--- src/design/frontend_consts.svh ---
// widths and queue sizing shared by the decode front end
// include wherever a width or the queue depth is needed
`ifndef FRONTEND_CONSTS_SVH
`define FRONTEND_CONSTS_SVH

// machine word, also the pc and immediate width
`define XLEN 32

// architectural register index
`define REG_IDX_W 5

// micro-op queue entries, power of two
`define UOP_QUEUE_DEPTH 4

// log2 of the queue depth
`define UOP_PTR_W 2

`endif

--- src/design/rv32i_types_pkg.sv ---
// instruction-level types for the RV32I decoder
// words, register indices, opcodes, alu codes and the decoded control bundle
`include "frontend_consts.svh"

package rv32i_types_pkg;

    typedef logic [`XLEN-1:0]      word_t;
    typedef logic [15:0]           half_t;
    typedef logic [`REG_IDX_W-1:0] reg_idx_t;

    // major opcodes, bits [6:0]
    typedef logic [6:0] opcode_t;

    localparam opcode_t OPC_LUI    = 7'b0110111;
    localparam opcode_t OPC_AUIPC  = 7'b0010111;
    localparam opcode_t OPC_JAL    = 7'b1101111;
    localparam opcode_t OPC_JALR   = 7'b1100111;
    localparam opcode_t OPC_BRANCH = 7'b1100011;
    localparam opcode_t OPC_LOAD   = 7'b0000011;
    localparam opcode_t OPC_STORE  = 7'b0100011;
    localparam opcode_t OPC_OP_IMM = 7'b0010011;
    localparam opcode_t OPC_OP     = 7'b0110011;

    // alu operation codes
    typedef logic [3:0] alu_op_t;

    localparam alu_op_t ALU_ADD    = 4'd0;
    localparam alu_op_t ALU_SUB    = 4'd1;
    localparam alu_op_t ALU_SLL    = 4'd2;
    localparam alu_op_t ALU_SLT    = 4'd3;
    localparam alu_op_t ALU_SLTU   = 4'd4;
    localparam alu_op_t ALU_XOR    = 4'd5;
    localparam alu_op_t ALU_SRL    = 4'd6;
    localparam alu_op_t ALU_SRA    = 4'd7;
    localparam alu_op_t ALU_OR     = 4'd8;
    localparam alu_op_t ALU_AND    = 4'd9;
    // passes operand b through, used by lui
    localparam alu_op_t ALU_PASS_B = 4'd10;

    // decoded control, 59 bits
    typedef struct packed {
        reg_idx_t rd;
        reg_idx_t rs1;
        reg_idx_t rs2;
        word_t    imm;
        alu_op_t  alu_op;
        logic     alu_src_imm;
        logic     wen;
        logic     mem_read;
        logic     mem_write;
        logic     branch;
        logic     jump;
        logic     jalr;
        logic     illegal_insn;
    } control_t;

endpackage

--- src/design/frontend_types_pkg.sv ---
// pipeline-level bundles passed between fetch, decode and the uop queue
// builds on the instruction types
package frontend_types_pkg;

    import rv32i_types_pkg::*;

    // fetch bundle, 65 bits
    typedef struct packed {
        logic  valid;
        word_t pc;
        word_t instr;
    } fetch_out_t;

    // one queued micro-op
    typedef struct packed {
        fetch_out_t if_out;
        control_t   ctrl_out;
        // set when the fetched word was a 16-bit encoding
        logic       is_compressed;
    } uop_t;

endpackage

--- src/design/decode_frontend.sv ---
// top of the decode front end, decode stage feeding the uop queue
// dispatch reads uop_head and pops, the hazard unit drives stall_decode
`timescale 1ns/100ps

module decode_frontend
    import rv32i_types_pkg::*;
    import frontend_types_pkg::*;
(
    input  logic       CLK,
    input  logic       reset,
    input  fetch_out_t fetch_out,
    input  logic       stall_decode,
    input  logic       pop,
    output uop_t       uop_head,
    output logic       uop_valid,
    output logic       queue_full,
    output word_t      pc_decode,
    output logic       valid_decode
);

    // decode to queue
    uop_t uop_out;
    logic queue_wen;

    decode_stage i_decode_stage (
        .CLK          (CLK),
        .reset        (reset),
        .fetch_out    (fetch_out),
        .stall_decode (stall_decode),
        .queue_full   (queue_full),
        .uop_out      (uop_out),
        .queue_wen    (queue_wen),
        .pc_decode    (pc_decode),
        .valid_decode (valid_decode)
    );

    uop_queue i_uop_queue (
        .CLK       (CLK),
        .reset     (reset),
        .wen       (queue_wen),
        .wdata     (uop_out),
        .pop       (pop),
        .head      (uop_head),
        .not_empty (uop_valid),
        .full      (queue_full)
    );

endmodule

--- src/design/decode_stage.sv ---
// decode stage: expands compressed words, runs the scalar decoder
// and builds the micro-op written into the uop queue
`timescale 1ns/100ps

module decode_stage
    import rv32i_types_pkg::*;
    import frontend_types_pkg::*;
(
    // clock and reset match the core's stage ports, nothing here is registered
    input  logic       CLK,
    input  logic       reset,
    input  fetch_out_t fetch_out,
    input  logic       stall_decode,
    input  logic       queue_full,
    output uop_t       uop_out,
    output logic       queue_wen,
    output word_t      pc_decode,
    output logic       valid_decode
);

    logic     is_compressed;
    word_t    expanded;
    logic     c_illegal;
    word_t    scalar_instr;
    control_t control;

    // anything but 2'b11 in the low bits is a 16-bit encoding
    assign is_compressed = (fetch_out.instr[1:0] != 2'b11);

    rv32c_expander i_expander (
        .c_instr   (fetch_out.instr[15:0]),
        .expanded  (expanded),
        .c_illegal (c_illegal)
    );

    assign scalar_instr = is_compressed ? expanded : fetch_out.instr;

    scalar_decode i_scalar_decode (
        .instr       (scalar_instr),
        .control_out (control)
    );

    always_comb begin
        uop_out.if_out        = fetch_out;
        uop_out.ctrl_out      = control;
        // illegal expansion is all zero, so its flags are already cleared
        uop_out.ctrl_out.illegal_insn = control.illegal_insn | (is_compressed & c_illegal);
        uop_out.is_compressed = is_compressed;
    end

    // write only a valid, unstalled bundle into a queue with room
    assign queue_wen = fetch_out.valid & ~stall_decode & ~queue_full;

    // epc bookkeeping, independent of stall
    assign pc_decode    = fetch_out.pc;
    assign valid_decode = fetch_out.valid;

endmodule

--- src/design/rv32c_expander.sv ---
// combinational RV32C expander for a small subset of the compressed set
// anything outside the subset is flagged illegal and expands to zero
`timescale 1ns/100ps

module rv32c_expander
    import rv32i_types_pkg::*;
(
    input  half_t c_instr,
    output word_t expanded,
    output logic  c_illegal
);

    // full and prime register fields
    reg_idx_t   rd_full;
    reg_idx_t   rs2_full;
    reg_idx_t   prime_lo;
    reg_idx_t   prime_hi;
    // scattered immediates
    logic [11:0] ci_imm;
    logic [11:0] lsw_off;
    logic [20:0] j_off;
    logic [12:0] b_off;

    assign rd_full  = c_instr[11:7];
    assign rs2_full = c_instr[6:2];
    // primes map onto x8..x15
    assign prime_lo = {2'b01, c_instr[4:2]};
    assign prime_hi = {2'b01, c_instr[9:7]};

    // 6-bit signed immediate, sign extended to 12
    assign ci_imm  = {{6{c_instr[12]}}, c_instr[12], c_instr[6:2]};
    // word offset for c.lw / c.sw, zero extended
    assign lsw_off = {5'b0, c_instr[5], c_instr[12:10], c_instr[6], 2'b00};
    // c.j offset, imm[11|4|9:8|10|6|7|3:1|5]
    assign j_off   = {{9{c_instr[12]}}, c_instr[12], c_instr[8], c_instr[10:9],
                      c_instr[6], c_instr[7], c_instr[2], c_instr[11],
                      c_instr[5:3], 1'b0};
    // c.beqz / c.bnez offset, imm[8|4:3] and imm[7:6|2:1|5]
    assign b_off   = {{4{c_instr[12]}}, c_instr[12], c_instr[6:5], c_instr[2],
                      c_instr[11:10], c_instr[4:3], 1'b0};

    always_comb begin
        expanded  = '0;
        c_illegal = 1'b0;
        // quadrant and funct3 together
        case ({c_instr[1:0], c_instr[15:13]})
            // c.lw -> lw rd', off(rs1')
            5'b00_010: expanded = {lsw_off, prime_hi, 3'b010, prime_lo, OPC_LOAD};
            // c.sw -> sw rs2', off(rs1')
            5'b00_110: expanded = {lsw_off[11:5], prime_lo, prime_hi, 3'b010,
                                   lsw_off[4:0], OPC_STORE};
            // c.addi -> addi rd, rd, imm
            5'b01_000: expanded = {ci_imm, rd_full, 3'b000, rd_full, OPC_OP_IMM};
            // c.li -> addi rd, x0, imm
            5'b01_010: expanded = {ci_imm, 5'd0, 3'b000, rd_full, OPC_OP_IMM};
            5'b01_011: begin
                // rd == x2 is c.addi16sp, a zero immediate is reserved
                if (rd_full != 5'd2 && {c_instr[12], c_instr[6:2]} != 6'd0) begin
                    expanded = {{14{c_instr[12]}}, c_instr[12], c_instr[6:2],
                                rd_full, OPC_LUI};
                end else begin
                    c_illegal = 1'b1;
                end
            end
            // c.j -> jal x0, off
            5'b01_101: expanded = {j_off[20], j_off[10:1], j_off[11], j_off[19:12],
                                   5'd0, OPC_JAL};
            // c.beqz / c.bnez, funct3 bit 0 picks bne
            5'b01_110,
            5'b01_111: expanded = {b_off[12], b_off[10:5], 5'd0, prime_hi,
                                   2'b00, c_instr[13], b_off[4:1], b_off[11],
                                   OPC_BRANCH};
            5'b10_100: begin
                // rs2 == x0 would be jr / jalr / ebreak
                if (rs2_full != 5'd0) begin
                    // bit 12 selects c.add over c.mv
                    expanded = {7'b0, rs2_full, c_instr[12] ? rd_full : 5'd0,
                                3'b000, rd_full, OPC_OP};
                end else begin
                    c_illegal = 1'b1;
                end
            end
            // includes the all-zero word
            default: c_illegal = 1'b1;
        endcase
    end

endmodule

--- src/design/scalar_decode.sv ---
// combinational RV32I decoder
// turns a 32-bit word into the control bundle with its sign-extended immediate
`timescale 1ns/100ps

module scalar_decode
    import rv32i_types_pkg::*;
(
    input  word_t    instr,
    output control_t control_out
);

    opcode_t    opcode;
    logic [2:0] funct3;
    logic [6:0] funct7;
    word_t      imm_i;
    word_t      imm_s;
    word_t      imm_b;
    word_t      imm_u;
    word_t      imm_j;

    assign opcode = instr[6:0];
    assign funct3 = instr[14:12];
    assign funct7 = instr[31:25];

    // immediate formats
    assign imm_i = {{20{instr[31]}}, instr[31:20]};
    assign imm_s = {{20{instr[31]}}, instr[31:25], instr[11:7]};
    assign imm_b = {{19{instr[31]}}, instr[31], instr[7], instr[30:25], instr[11:8], 1'b0};
    assign imm_u = {instr[31:12], 12'b0};
    assign imm_j = {{11{instr[31]}}, instr[31], instr[19:12], instr[20], instr[30:21], 1'b0};

    // funct3 to alu code, alt picks sub / sra
    function automatic alu_op_t alu_sel(input logic [2:0] f3, input logic alt);
        case (f3)
            3'b000:  alu_sel = alt ? ALU_SUB : ALU_ADD;
            3'b001:  alu_sel = ALU_SLL;
            3'b010:  alu_sel = ALU_SLT;
            3'b011:  alu_sel = ALU_SLTU;
            3'b100:  alu_sel = ALU_XOR;
            3'b101:  alu_sel = alt ? ALU_SRA : ALU_SRL;
            3'b110:  alu_sel = ALU_OR;
            default: alu_sel = ALU_AND;
        endcase
    endfunction

    always_comb begin
        control_out        = '0;
        // raw register fields
        control_out.rd     = instr[11:7];
        control_out.rs1    = instr[19:15];
        control_out.rs2    = instr[24:20];
        control_out.alu_op = ALU_ADD;
        case (opcode)
            OPC_LUI: begin
                control_out.wen         = 1'b1;
                control_out.alu_src_imm = 1'b1;
                control_out.imm         = imm_u;
                control_out.alu_op      = ALU_PASS_B;
            end
            // pc + imm
            OPC_AUIPC: begin
                control_out.wen         = 1'b1;
                control_out.alu_src_imm = 1'b1;
                control_out.imm         = imm_u;
            end
            OPC_JAL: begin
                control_out.wen  = 1'b1;
                control_out.jump = 1'b1;
                control_out.imm  = imm_j;
            end
            OPC_JALR: begin
                control_out.wen          = 1'b1;
                control_out.jump         = 1'b1;
                control_out.jalr         = 1'b1;
                control_out.alu_src_imm  = 1'b1;
                control_out.imm          = imm_i;
                control_out.illegal_insn = (funct3 != 3'b000);
            end
            OPC_BRANCH: begin
                control_out.branch       = 1'b1;
                control_out.imm          = imm_b;
                // beq/bne compare by subtraction, the rest by set-less-than
                control_out.alu_op       = funct3[2] ? (funct3[1] ? ALU_SLTU : ALU_SLT)
                                                     : ALU_SUB;
                control_out.illegal_insn = (funct3[2:1] == 2'b01);
            end
            OPC_LOAD: begin
                control_out.wen          = 1'b1;
                control_out.mem_read     = 1'b1;
                control_out.alu_src_imm  = 1'b1;
                control_out.imm          = imm_i;
                // lb lh lw lbu lhu only
                control_out.illegal_insn = (funct3 == 3'b011) || (funct3[2:1] == 2'b11);
            end
            OPC_STORE: begin
                control_out.mem_write    = 1'b1;
                control_out.alu_src_imm  = 1'b1;
                control_out.imm          = imm_s;
                control_out.illegal_insn = (funct3[2] || funct3 == 3'b011);
            end
            OPC_OP_IMM: begin
                control_out.wen          = 1'b1;
                control_out.alu_src_imm  = 1'b1;
                control_out.imm          = imm_i;
                control_out.alu_op       = alu_sel(funct3, funct3 == 3'b101 && funct7[5]);
                // shift amounts leave funct7 for the shift type
                control_out.illegal_insn = (funct3 == 3'b001 && funct7 != 7'b0)
                    || (funct3 == 3'b101 && funct7 != 7'b0 && funct7 != 7'b0100000);
            end
            OPC_OP: begin
                control_out.wen          = 1'b1;
                control_out.alu_op       = alu_sel(funct3, funct7[5]);
                // alternate funct7 only for sub and sra
                control_out.illegal_insn = !(funct7 == 7'b0 || (funct7 == 7'b0100000
                    && (funct3 == 3'b000 || funct3 == 3'b101)));
            end
            default: control_out.illegal_insn = 1'b1;
        endcase
        // illegal uop must not touch state
        if (control_out.illegal_insn) begin
            control_out.wen       = 1'b0;
            control_out.mem_read  = 1'b0;
            control_out.mem_write = 1'b0;
            control_out.branch    = 1'b0;
            control_out.jump      = 1'b0;
            control_out.jalr      = 1'b0;
        end
    end

endmodule

--- src/design/uop_queue.sv ---
// in-order circular FIFO of micro-ops between decode and dispatch
// push with wen, drain with pop, head is valid while not_empty is high
`timescale 1ns/100ps
`include "frontend_consts.svh"

module uop_queue
    import frontend_types_pkg::*;
(
    input  logic CLK,
    input  logic reset,
    input  logic wen,
    input  uop_t wdata,
    input  logic pop,
    output uop_t head,
    output logic not_empty,
    output logic full
);

    // entry storage
    uop_t                  mem [`UOP_QUEUE_DEPTH];
    logic [`UOP_PTR_W-1:0] rd_ptr;
    logic [`UOP_PTR_W-1:0] wr_ptr;
    // one extra bit to tell full from empty
    logic [`UOP_PTR_W:0]   count;
    logic                  push;
    logic                  pull;

    assign full      = (count == (`UOP_PTR_W+1)'(`UOP_QUEUE_DEPTH));
    assign not_empty = (count != '0);

    // full is taken before the pop, so push on a full queue is refused
    assign push = wen & ~full;
    // pop on an empty queue is ignored
    assign pull = pop & not_empty;

    always_ff @(posedge CLK) begin
        if (reset) begin
            rd_ptr <= '0;
            wr_ptr <= '0;
            count  <= '0;
        end else begin
            if (push) begin
                wr_ptr <= wr_ptr + 1'b1;
            end
            if (pull) begin
                rd_ptr <= rd_ptr + 1'b1;
            end
            // push and pop together keep the count
            case ({push, pull})
                2'b10:   count <= count + 1'b1;
                2'b01:   count <= count - 1'b1;
                default: count <= count;
            endcase
        end
    end

    always_ff @(posedge CLK) begin
        if (push) begin
            mem[wr_ptr] <= wdata;
        end
    end

    assign head = mem[rd_ptr];

endmodule

--- config.mk ---
export PLATFORM = sky130hd
export DESIGN_NAME = decode_frontend
export DESIGN_NICKNAME = d
export VERILOG_FILES = /design/src/design/rv32i_types_pkg.sv /design/src/design/frontend_types_pkg.sv /design/src/design/decode_frontend.sv /design/src/design/decode_stage.sv /design/src/design/rv32c_expander.sv /design/src/design/scalar_decode.sv /design/src/design/uop_queue.sv
export VERILOG_INCLUDE_DIRS = /design/src /design/src/design
export SDC_FILE = /design/constraint.sdc
export NUM_CORES = 1
export LEC_CHECK = 0
export BUFFER_PORTS_ARGS = -buffer_cell sky130_fd_sc_hd__buf_2
export CAP_MARGIN = 20
export CORE_ASPECT_RATIO = 1.5
export CORE_MARGIN = 2
export CORE_UTILIZATION = 58
export DETAILED_ROUTE_END_ITERATION = 7
export PLACE_DENSITY = 0.79
export SLEW_MARGIN = 30
export SYNTH_ARGS = -nofsm -noshare
export SYNTH_HDL_FRONTEND = slang
export SYNTH_SLANG_ARGS = --single-unit
--- constraint.sdc ---
create_clock -name CLK -period 6.2 [get_ports CLK]
set_input_delay 0.93 -clock CLK [delete_from_list [all_inputs] [get_ports CLK]]
set_output_delay 0.93 -clock CLK [all_outputs]
set_load 0.01 [all_outputs]
==> flow_results.xml <==
<?xml version="1.0" encoding="UTF-8"?>
<metrics>
  <group name="sta">
    <metric name="finClkSkew" unit="ns">0.0152</metric>
    <metric name="number_of_max_slew_violations_in_the_final_report" unit="">0</metric>
    <metric name="grt_setup_unrepaired" unit="">false</metric>
    <metric name="slew_headroom" unit="">0.422</metric>
    <metric name="min_period" unit="ns">3.92</metric>
    <metric name="setup_total_negative_slack" unit="ns">0</metric>
    <metric name="final_critical_path_setup_slack" unit="ns">2.28</metric>
    <metric name="tightestPinTransition" unit="ns">0.867</metric>
    <metric name="final_min_period_over_clock_period" unit="">0.632</metric>
    <metric name="setup-violations-final" unit="">0</metric>
    <metric name="finalHoldViolations" unit="">0</metric>
    <metric name="fmax" unit="MHz">255</metric>
  </group>
  <group name="cells_and_area">
    <metric name="drive_gt1_frac" unit="">0.381</metric>
    <metric name="multiInputGateArea" unit="um^2">4590</metric>
    <metric name="finalNonFillerCells" unit="">1722</metric>
    <metric name="layout.nets" unit="">1288</metric>
    <metric name="layout.cells.most_common" unit="">sky130_fd_sc_hd__edfxtp_1</metric>
    <metric name="finish.instance_area" unit="um^2">23500</metric>
    <metric name="areaGrowthSynthToFinish" unit="%">15.6</metric>
    <metric name="ff_latch_area" unit="um^2">15200</metric>
    <metric name="leading_cell_types_in_the_layout_fill_and_taps_excluded" unit="">sky130_fd_sc_hd__edfxtp_1 (500), sky130_fd_sc_hd__buf_2 (228), sky130_fd_sc_hd__mux4_2 (125), sky130_fd_sc_hd__clkbuf_16 (47), sky130_fd_sc_hd__nor2_1 (41)</metric>
    <metric name="fillers" unit="">2234</metric>
  </group>
  <group name="global_route">
    <metric name="maximum_number_of_pins_on_one_net_before_global_route_repair" unit="">76</metric>
    <metric name="initial_antenna_violation_count" unit="">1</metric>
    <metric name="global_route_wire_length_before_repair" unit="um">65700</metric>
    <metric name="global_route_congestion_overflow_total" unit="">0</metric>
    <metric name="grt_pass1_vias" unit="">10600</metric>
    <metric name="track_usage" unit="">0.246</metric>
  </group>
  <group name="synth">
    <metric name="synth-seq-cells" unit="">509</metric>
    <metric name="netlist.area_leader.share" unit="">0.739</metric>
    <metric name="netlist_area_before_placement" unit="um^2">20300</metric>
    <metric name="async_reset_ff_frac" unit="">0</metric>
    <metric name="netlist-cell-type-count" unit="">77</metric>
    <metric name="synthTopCellsByArea" unit="">sky130_fd_sc_hd__edfxtp_1 (74%), sky130_fd_sc_hd__mux4_2 (14%), sky130_fd_sc_hd__buf_4 (1.2%), sky130_fd_sc_hd__dfxtp_1 (0.89%), sky130_fd_sc_hd__nor2_1 (0.76%)</metric>
    <metric name="post_synth_inst_count" unit="">1005</metric>
    <metric name="post-synth-top-area-cell" unit="">sky130_fd_sc_hd__edfxtp_1</metric>
    <metric name="synth_top_flop_cell" unit="">sky130_fd_sc_hd__edfxtp_1</metric>
    <metric name="seq_area_frac_synth" unit="">0.748</metric>
    <metric name="postSynthNetCount" unit="">1080</metric>
    <metric name="synth-edff-count" unit="">500</metric>
    <metric name="yosys_warnings" unit="">0</metric>
    <metric name="post_synth.cell_area_avg" unit="um^2">20.2</metric>
  </group>
  <group name="detailed_routing">
    <metric name="drc" unit="">0</metric>
    <metric name="final_antenna_net_count" unit="">0</metric>
    <metric name="wl_per_cell" unit="um">25.7</metric>
    <metric name="routed-via-count" unit="">10600</metric>
    <metric name="detailedRoute.firstPassIterationCount" unit="">5</metric>
    <metric name="routed_wl" unit="um">44300</metric>
    <metric name="drt-vias-per-instance" unit="">6.17</metric>
    <metric name="first_iter_violations" unit="">969</metric>
  </group>
  <group name="clock_tree">
    <metric name="cts.repair.resized" unit="">0</metric>
    <metric name="clk_latency" unit="ns">0.55</metric>
    <metric name="cts-hold-fix-buffers" unit="">0</metric>
    <metric name="cts_tree" unit="">done</metric>
    <metric name="cts_made_buffers" unit="">46</metric>
    <metric name="clock_pin_transition_on_the_worst_setup_and_hold_timing_paths" unit="ns">0.06</metric>
    <metric name="clock-sinks" unit="">509</metric>
    <metric name="cts_root_buf" unit="">sky130_fd_sc_hd__clkbuf_16</metric>
    <metric name="cts.repair_timing.setup_buffer_count" unit="">0</metric>
    <metric name="max-clock-path-buffers" unit="">3</metric>
    <metric name="ctsHtreeMaxLevel" unit="">2</metric>
  </group>
  <group name="critical_path">
    <metric name="critical_path_buf_inv_count" unit="">1</metric>
    <metric name="startpoint_type" unit="">primary input</metric>
    <metric name="required_time_of_the_critical_path" unit="ns">6.49</metric>
    <metric name="crit_path_max_incr_delay" unit="ns">0.72</metric>
    <metric name="worst-setup-path-type" unit="">in2reg</metric>
    <metric name="critical_path.endpoint_type" unit="">register</metric>
    <metric name="critical-path-top-delay-family" unit="">simple AND/OR/NAND/NOR gates</metric>
    <metric name="slowest_stage" unit="">sky130_fd_sc_hd__o211a_1</metric>
    <metric name="critical_path_arrival" unit="ns">4.20</metric>
    <metric name="crit_path_start" unit="">fetch_out[0]</metric>
    <metric name="crit_path_cell_trace" unit="">buf_2 -&gt; nor4bb_1 -&gt; o211a_1 -&gt; a211oi_4 -&gt; nor3_1 -&gt; nand2_1 -&gt; a31o_2 -&gt; or3_1</metric>
    <metric name="worstPathMaxFanout" unit="">23</metric>
    <metric name="reg_to_reg_critical_path_startpoint" unit="">i_uop_queue.count[0]</metric>
  </group>
  <group name="pwr">
    <metric name="total_switching_power" unit="uW">2210</metric>
    <metric name="switching_share" unit="">0.251</metric>
    <metric name="power_density" unit="nW/um^2">376</metric>
    <metric name="power.sequential.fraction" unit="">0.458</metric>
    <metric name="clock_power_share" unit="">0.345</metric>
    <metric name="part_of_the_power_in_combinational_logic" unit="">0.196</metric>
    <metric name="power_report.internal_total" unit="uW">6620</metric>
    <metric name="leakage" unit="uW">0.00790</metric>
    <metric name="worst_vdd_ir" unit="V">0.000445</metric>
  </group>
  <group name="min_path">
    <metric name="min_from" unit="">i_uop_queue.count[2]</metric>
    <metric name="min-delay-path-class" unit="">reg2reg</metric>
  </group>
  <group name="die">
    <metric name="die-width" unit="um">157</metric>
    <metric name="die_h" unit="um">233</metric>
    <metric name="boundaryPins" unit="">229</metric>
    <metric name="initial_core_util" unit="">0.584</metric>
    <metric name="rows" unit="">84</metric>
    <metric name="die_area" unit="um^2">36600</metric>
    <metric name="core" unit="um^2">34800</metric>
  </group>
  <group name="place">
    <metric name="io_buffer_count" unit="">228</metric>
    <metric name="place_congestion" unit="">0.927</metric>
    <metric name="dp_hpwl" unit="um">27900</metric>
    <metric name="place_ws" unit="ns">1.80</metric>
    <metric name="placed_cell_area" unit="um^2">21800</metric>
    <metric name="place.detailed.instances" unit="">1638</metric>
  </group>
  <group name="run">
    <metric name="drv.max_cap_violation_count" unit="">0</metric>
  </group>
  <group name="run_status">
    <metric name="run_status" unit="">finished, final reports clean</metric>
  </group>
</metrics>
-- worst min-delay path: cells and delay by family (launching register included) --
| kind | cells | cell delay (ns) |
|---|---|---|
| flip-flops | 1 | 0.33 |
| AO/OA/AOI/OAI | 2 | 0.13 |
-- sequential cells by signal (all words and copies together) (netlist names), named ones only --
signal	flops
i_uop_queue.count	3
i_uop_queue.mem	500
i_uop_queue.rd_ptr	2
i_uop_queue.wr_ptr	2
-- power by group through the flow --
stage | Clock [uW] | Combinational, uW | Sequential (uW)
6_report | 3050 | 1730 | 4050
3_5_place_dp | 0 | 1750 | 4130
5_1_grt | 3220 | 1860 | 4070
4_1_cts | 3110 | 1770 | 4060
3_3_place_gp | 0 | 1740 | 4120
2_1_floorplan | 0 | 1200 | 4050
-- logic make-up after synthesis --
family / after synthesis / synth area share
AO/OA/AOI/OAI: 124 / 0.0466
flip-flops: 509 / 0.748
adder cells (fa/ha/maj): 6 / 0.00406
multiplexers: 127 / 0.140
buffers and inverters: 106 / 0.0270
XOR/XNOR: 5 / 0.00216
AND/OR/NAND/NOR: 128 / 0.0328
-- path summary, 6_finish.rpt --
check | depth (start not counted) | end | slack (ns)
setup / recovery | 8 | i_uop_queue.mem[2][1] | 2.28
hold / removal | 2 | i_uop_queue.count[2] | 0.51
setup reg to reg | 5 | i_uop_queue.mem[2][90] | 3.42
hold reg to reg | 2 | i_uop_queue.count[2] | 0.51
-- layer usage --
layer | wire length (um) | global-route usage | up-vias | share of wire
met5 | 0 | 0 | - | 0
met4 | 1950 | 0.109 | 0 | 0.044
met3 | 2280 | 0.0367 | 98 | 0.051
met2 | 23600 | 0.422 | 409 | 0.53
met1 | 16500 | 0.312 | 5560 | 0.37
li1 | - | - | 4551 | -
-- cell usage after synthesis (7+ instances only) --
| master | instances |
|---|---|
| sky130_fd_sc_hd__o22ai_1 | 7 |
| sky130_fd_sc_hd__o21ai_2 | 7 |
| sky130_fd_sc_hd__buf_4 | 33 |
| sky130_fd_sc_hd__a21oi_1 | 15 |
| sky130_fd_sc_hd__and2_1 | 13 |
| sky130_fd_sc_hd__nor2_1 | 41 |
| sky130_fd_sc_hd__o21a_1 | 7 |
| sky130_fd_sc_hd__edfxtp_1 | 500 |
| sky130_fd_sc_hd__buf_1 | 13 |
| sky130_fd_sc_hd__nand2_1 | 25 |
| sky130_fd_sc_hd__clkbuf_1 | 29 |
| sky130_fd_sc_hd__or3_1 | 8 |
| sky130_fd_sc_hd__mux4_2 | 125 |
| sky130_fd_sc_hd__dfxtp_1 | 9 |
| sky130_fd_sc_hd__inv_1 | 25 |
| sky130_fd_sc_hd__o21ai_0 | 28 |
-- area by class of cell --
class,instances,share of cell area
inverter,25,0.00400
sequential,509,0.647
multi-input combinational,390,0.195
tap,473,0.0252
antenna,1,0.000107
clock inverter,35,0.0200
timing repair buffer,241,0.0577
clock buffer,48,0.0502
-- through the flow --
stage               total power [uW]   util  hold slack [ns]
floorplan                       5250      -            0.462
global placement                5860  0.625            0.484
detailed placement              5880  0.627            0.505
CTS                             8930  0.675            0.513
global route                    9150  0.675            0.543
finish                          8840  0.675            0.512
Power figures use the tool's default switching activity.
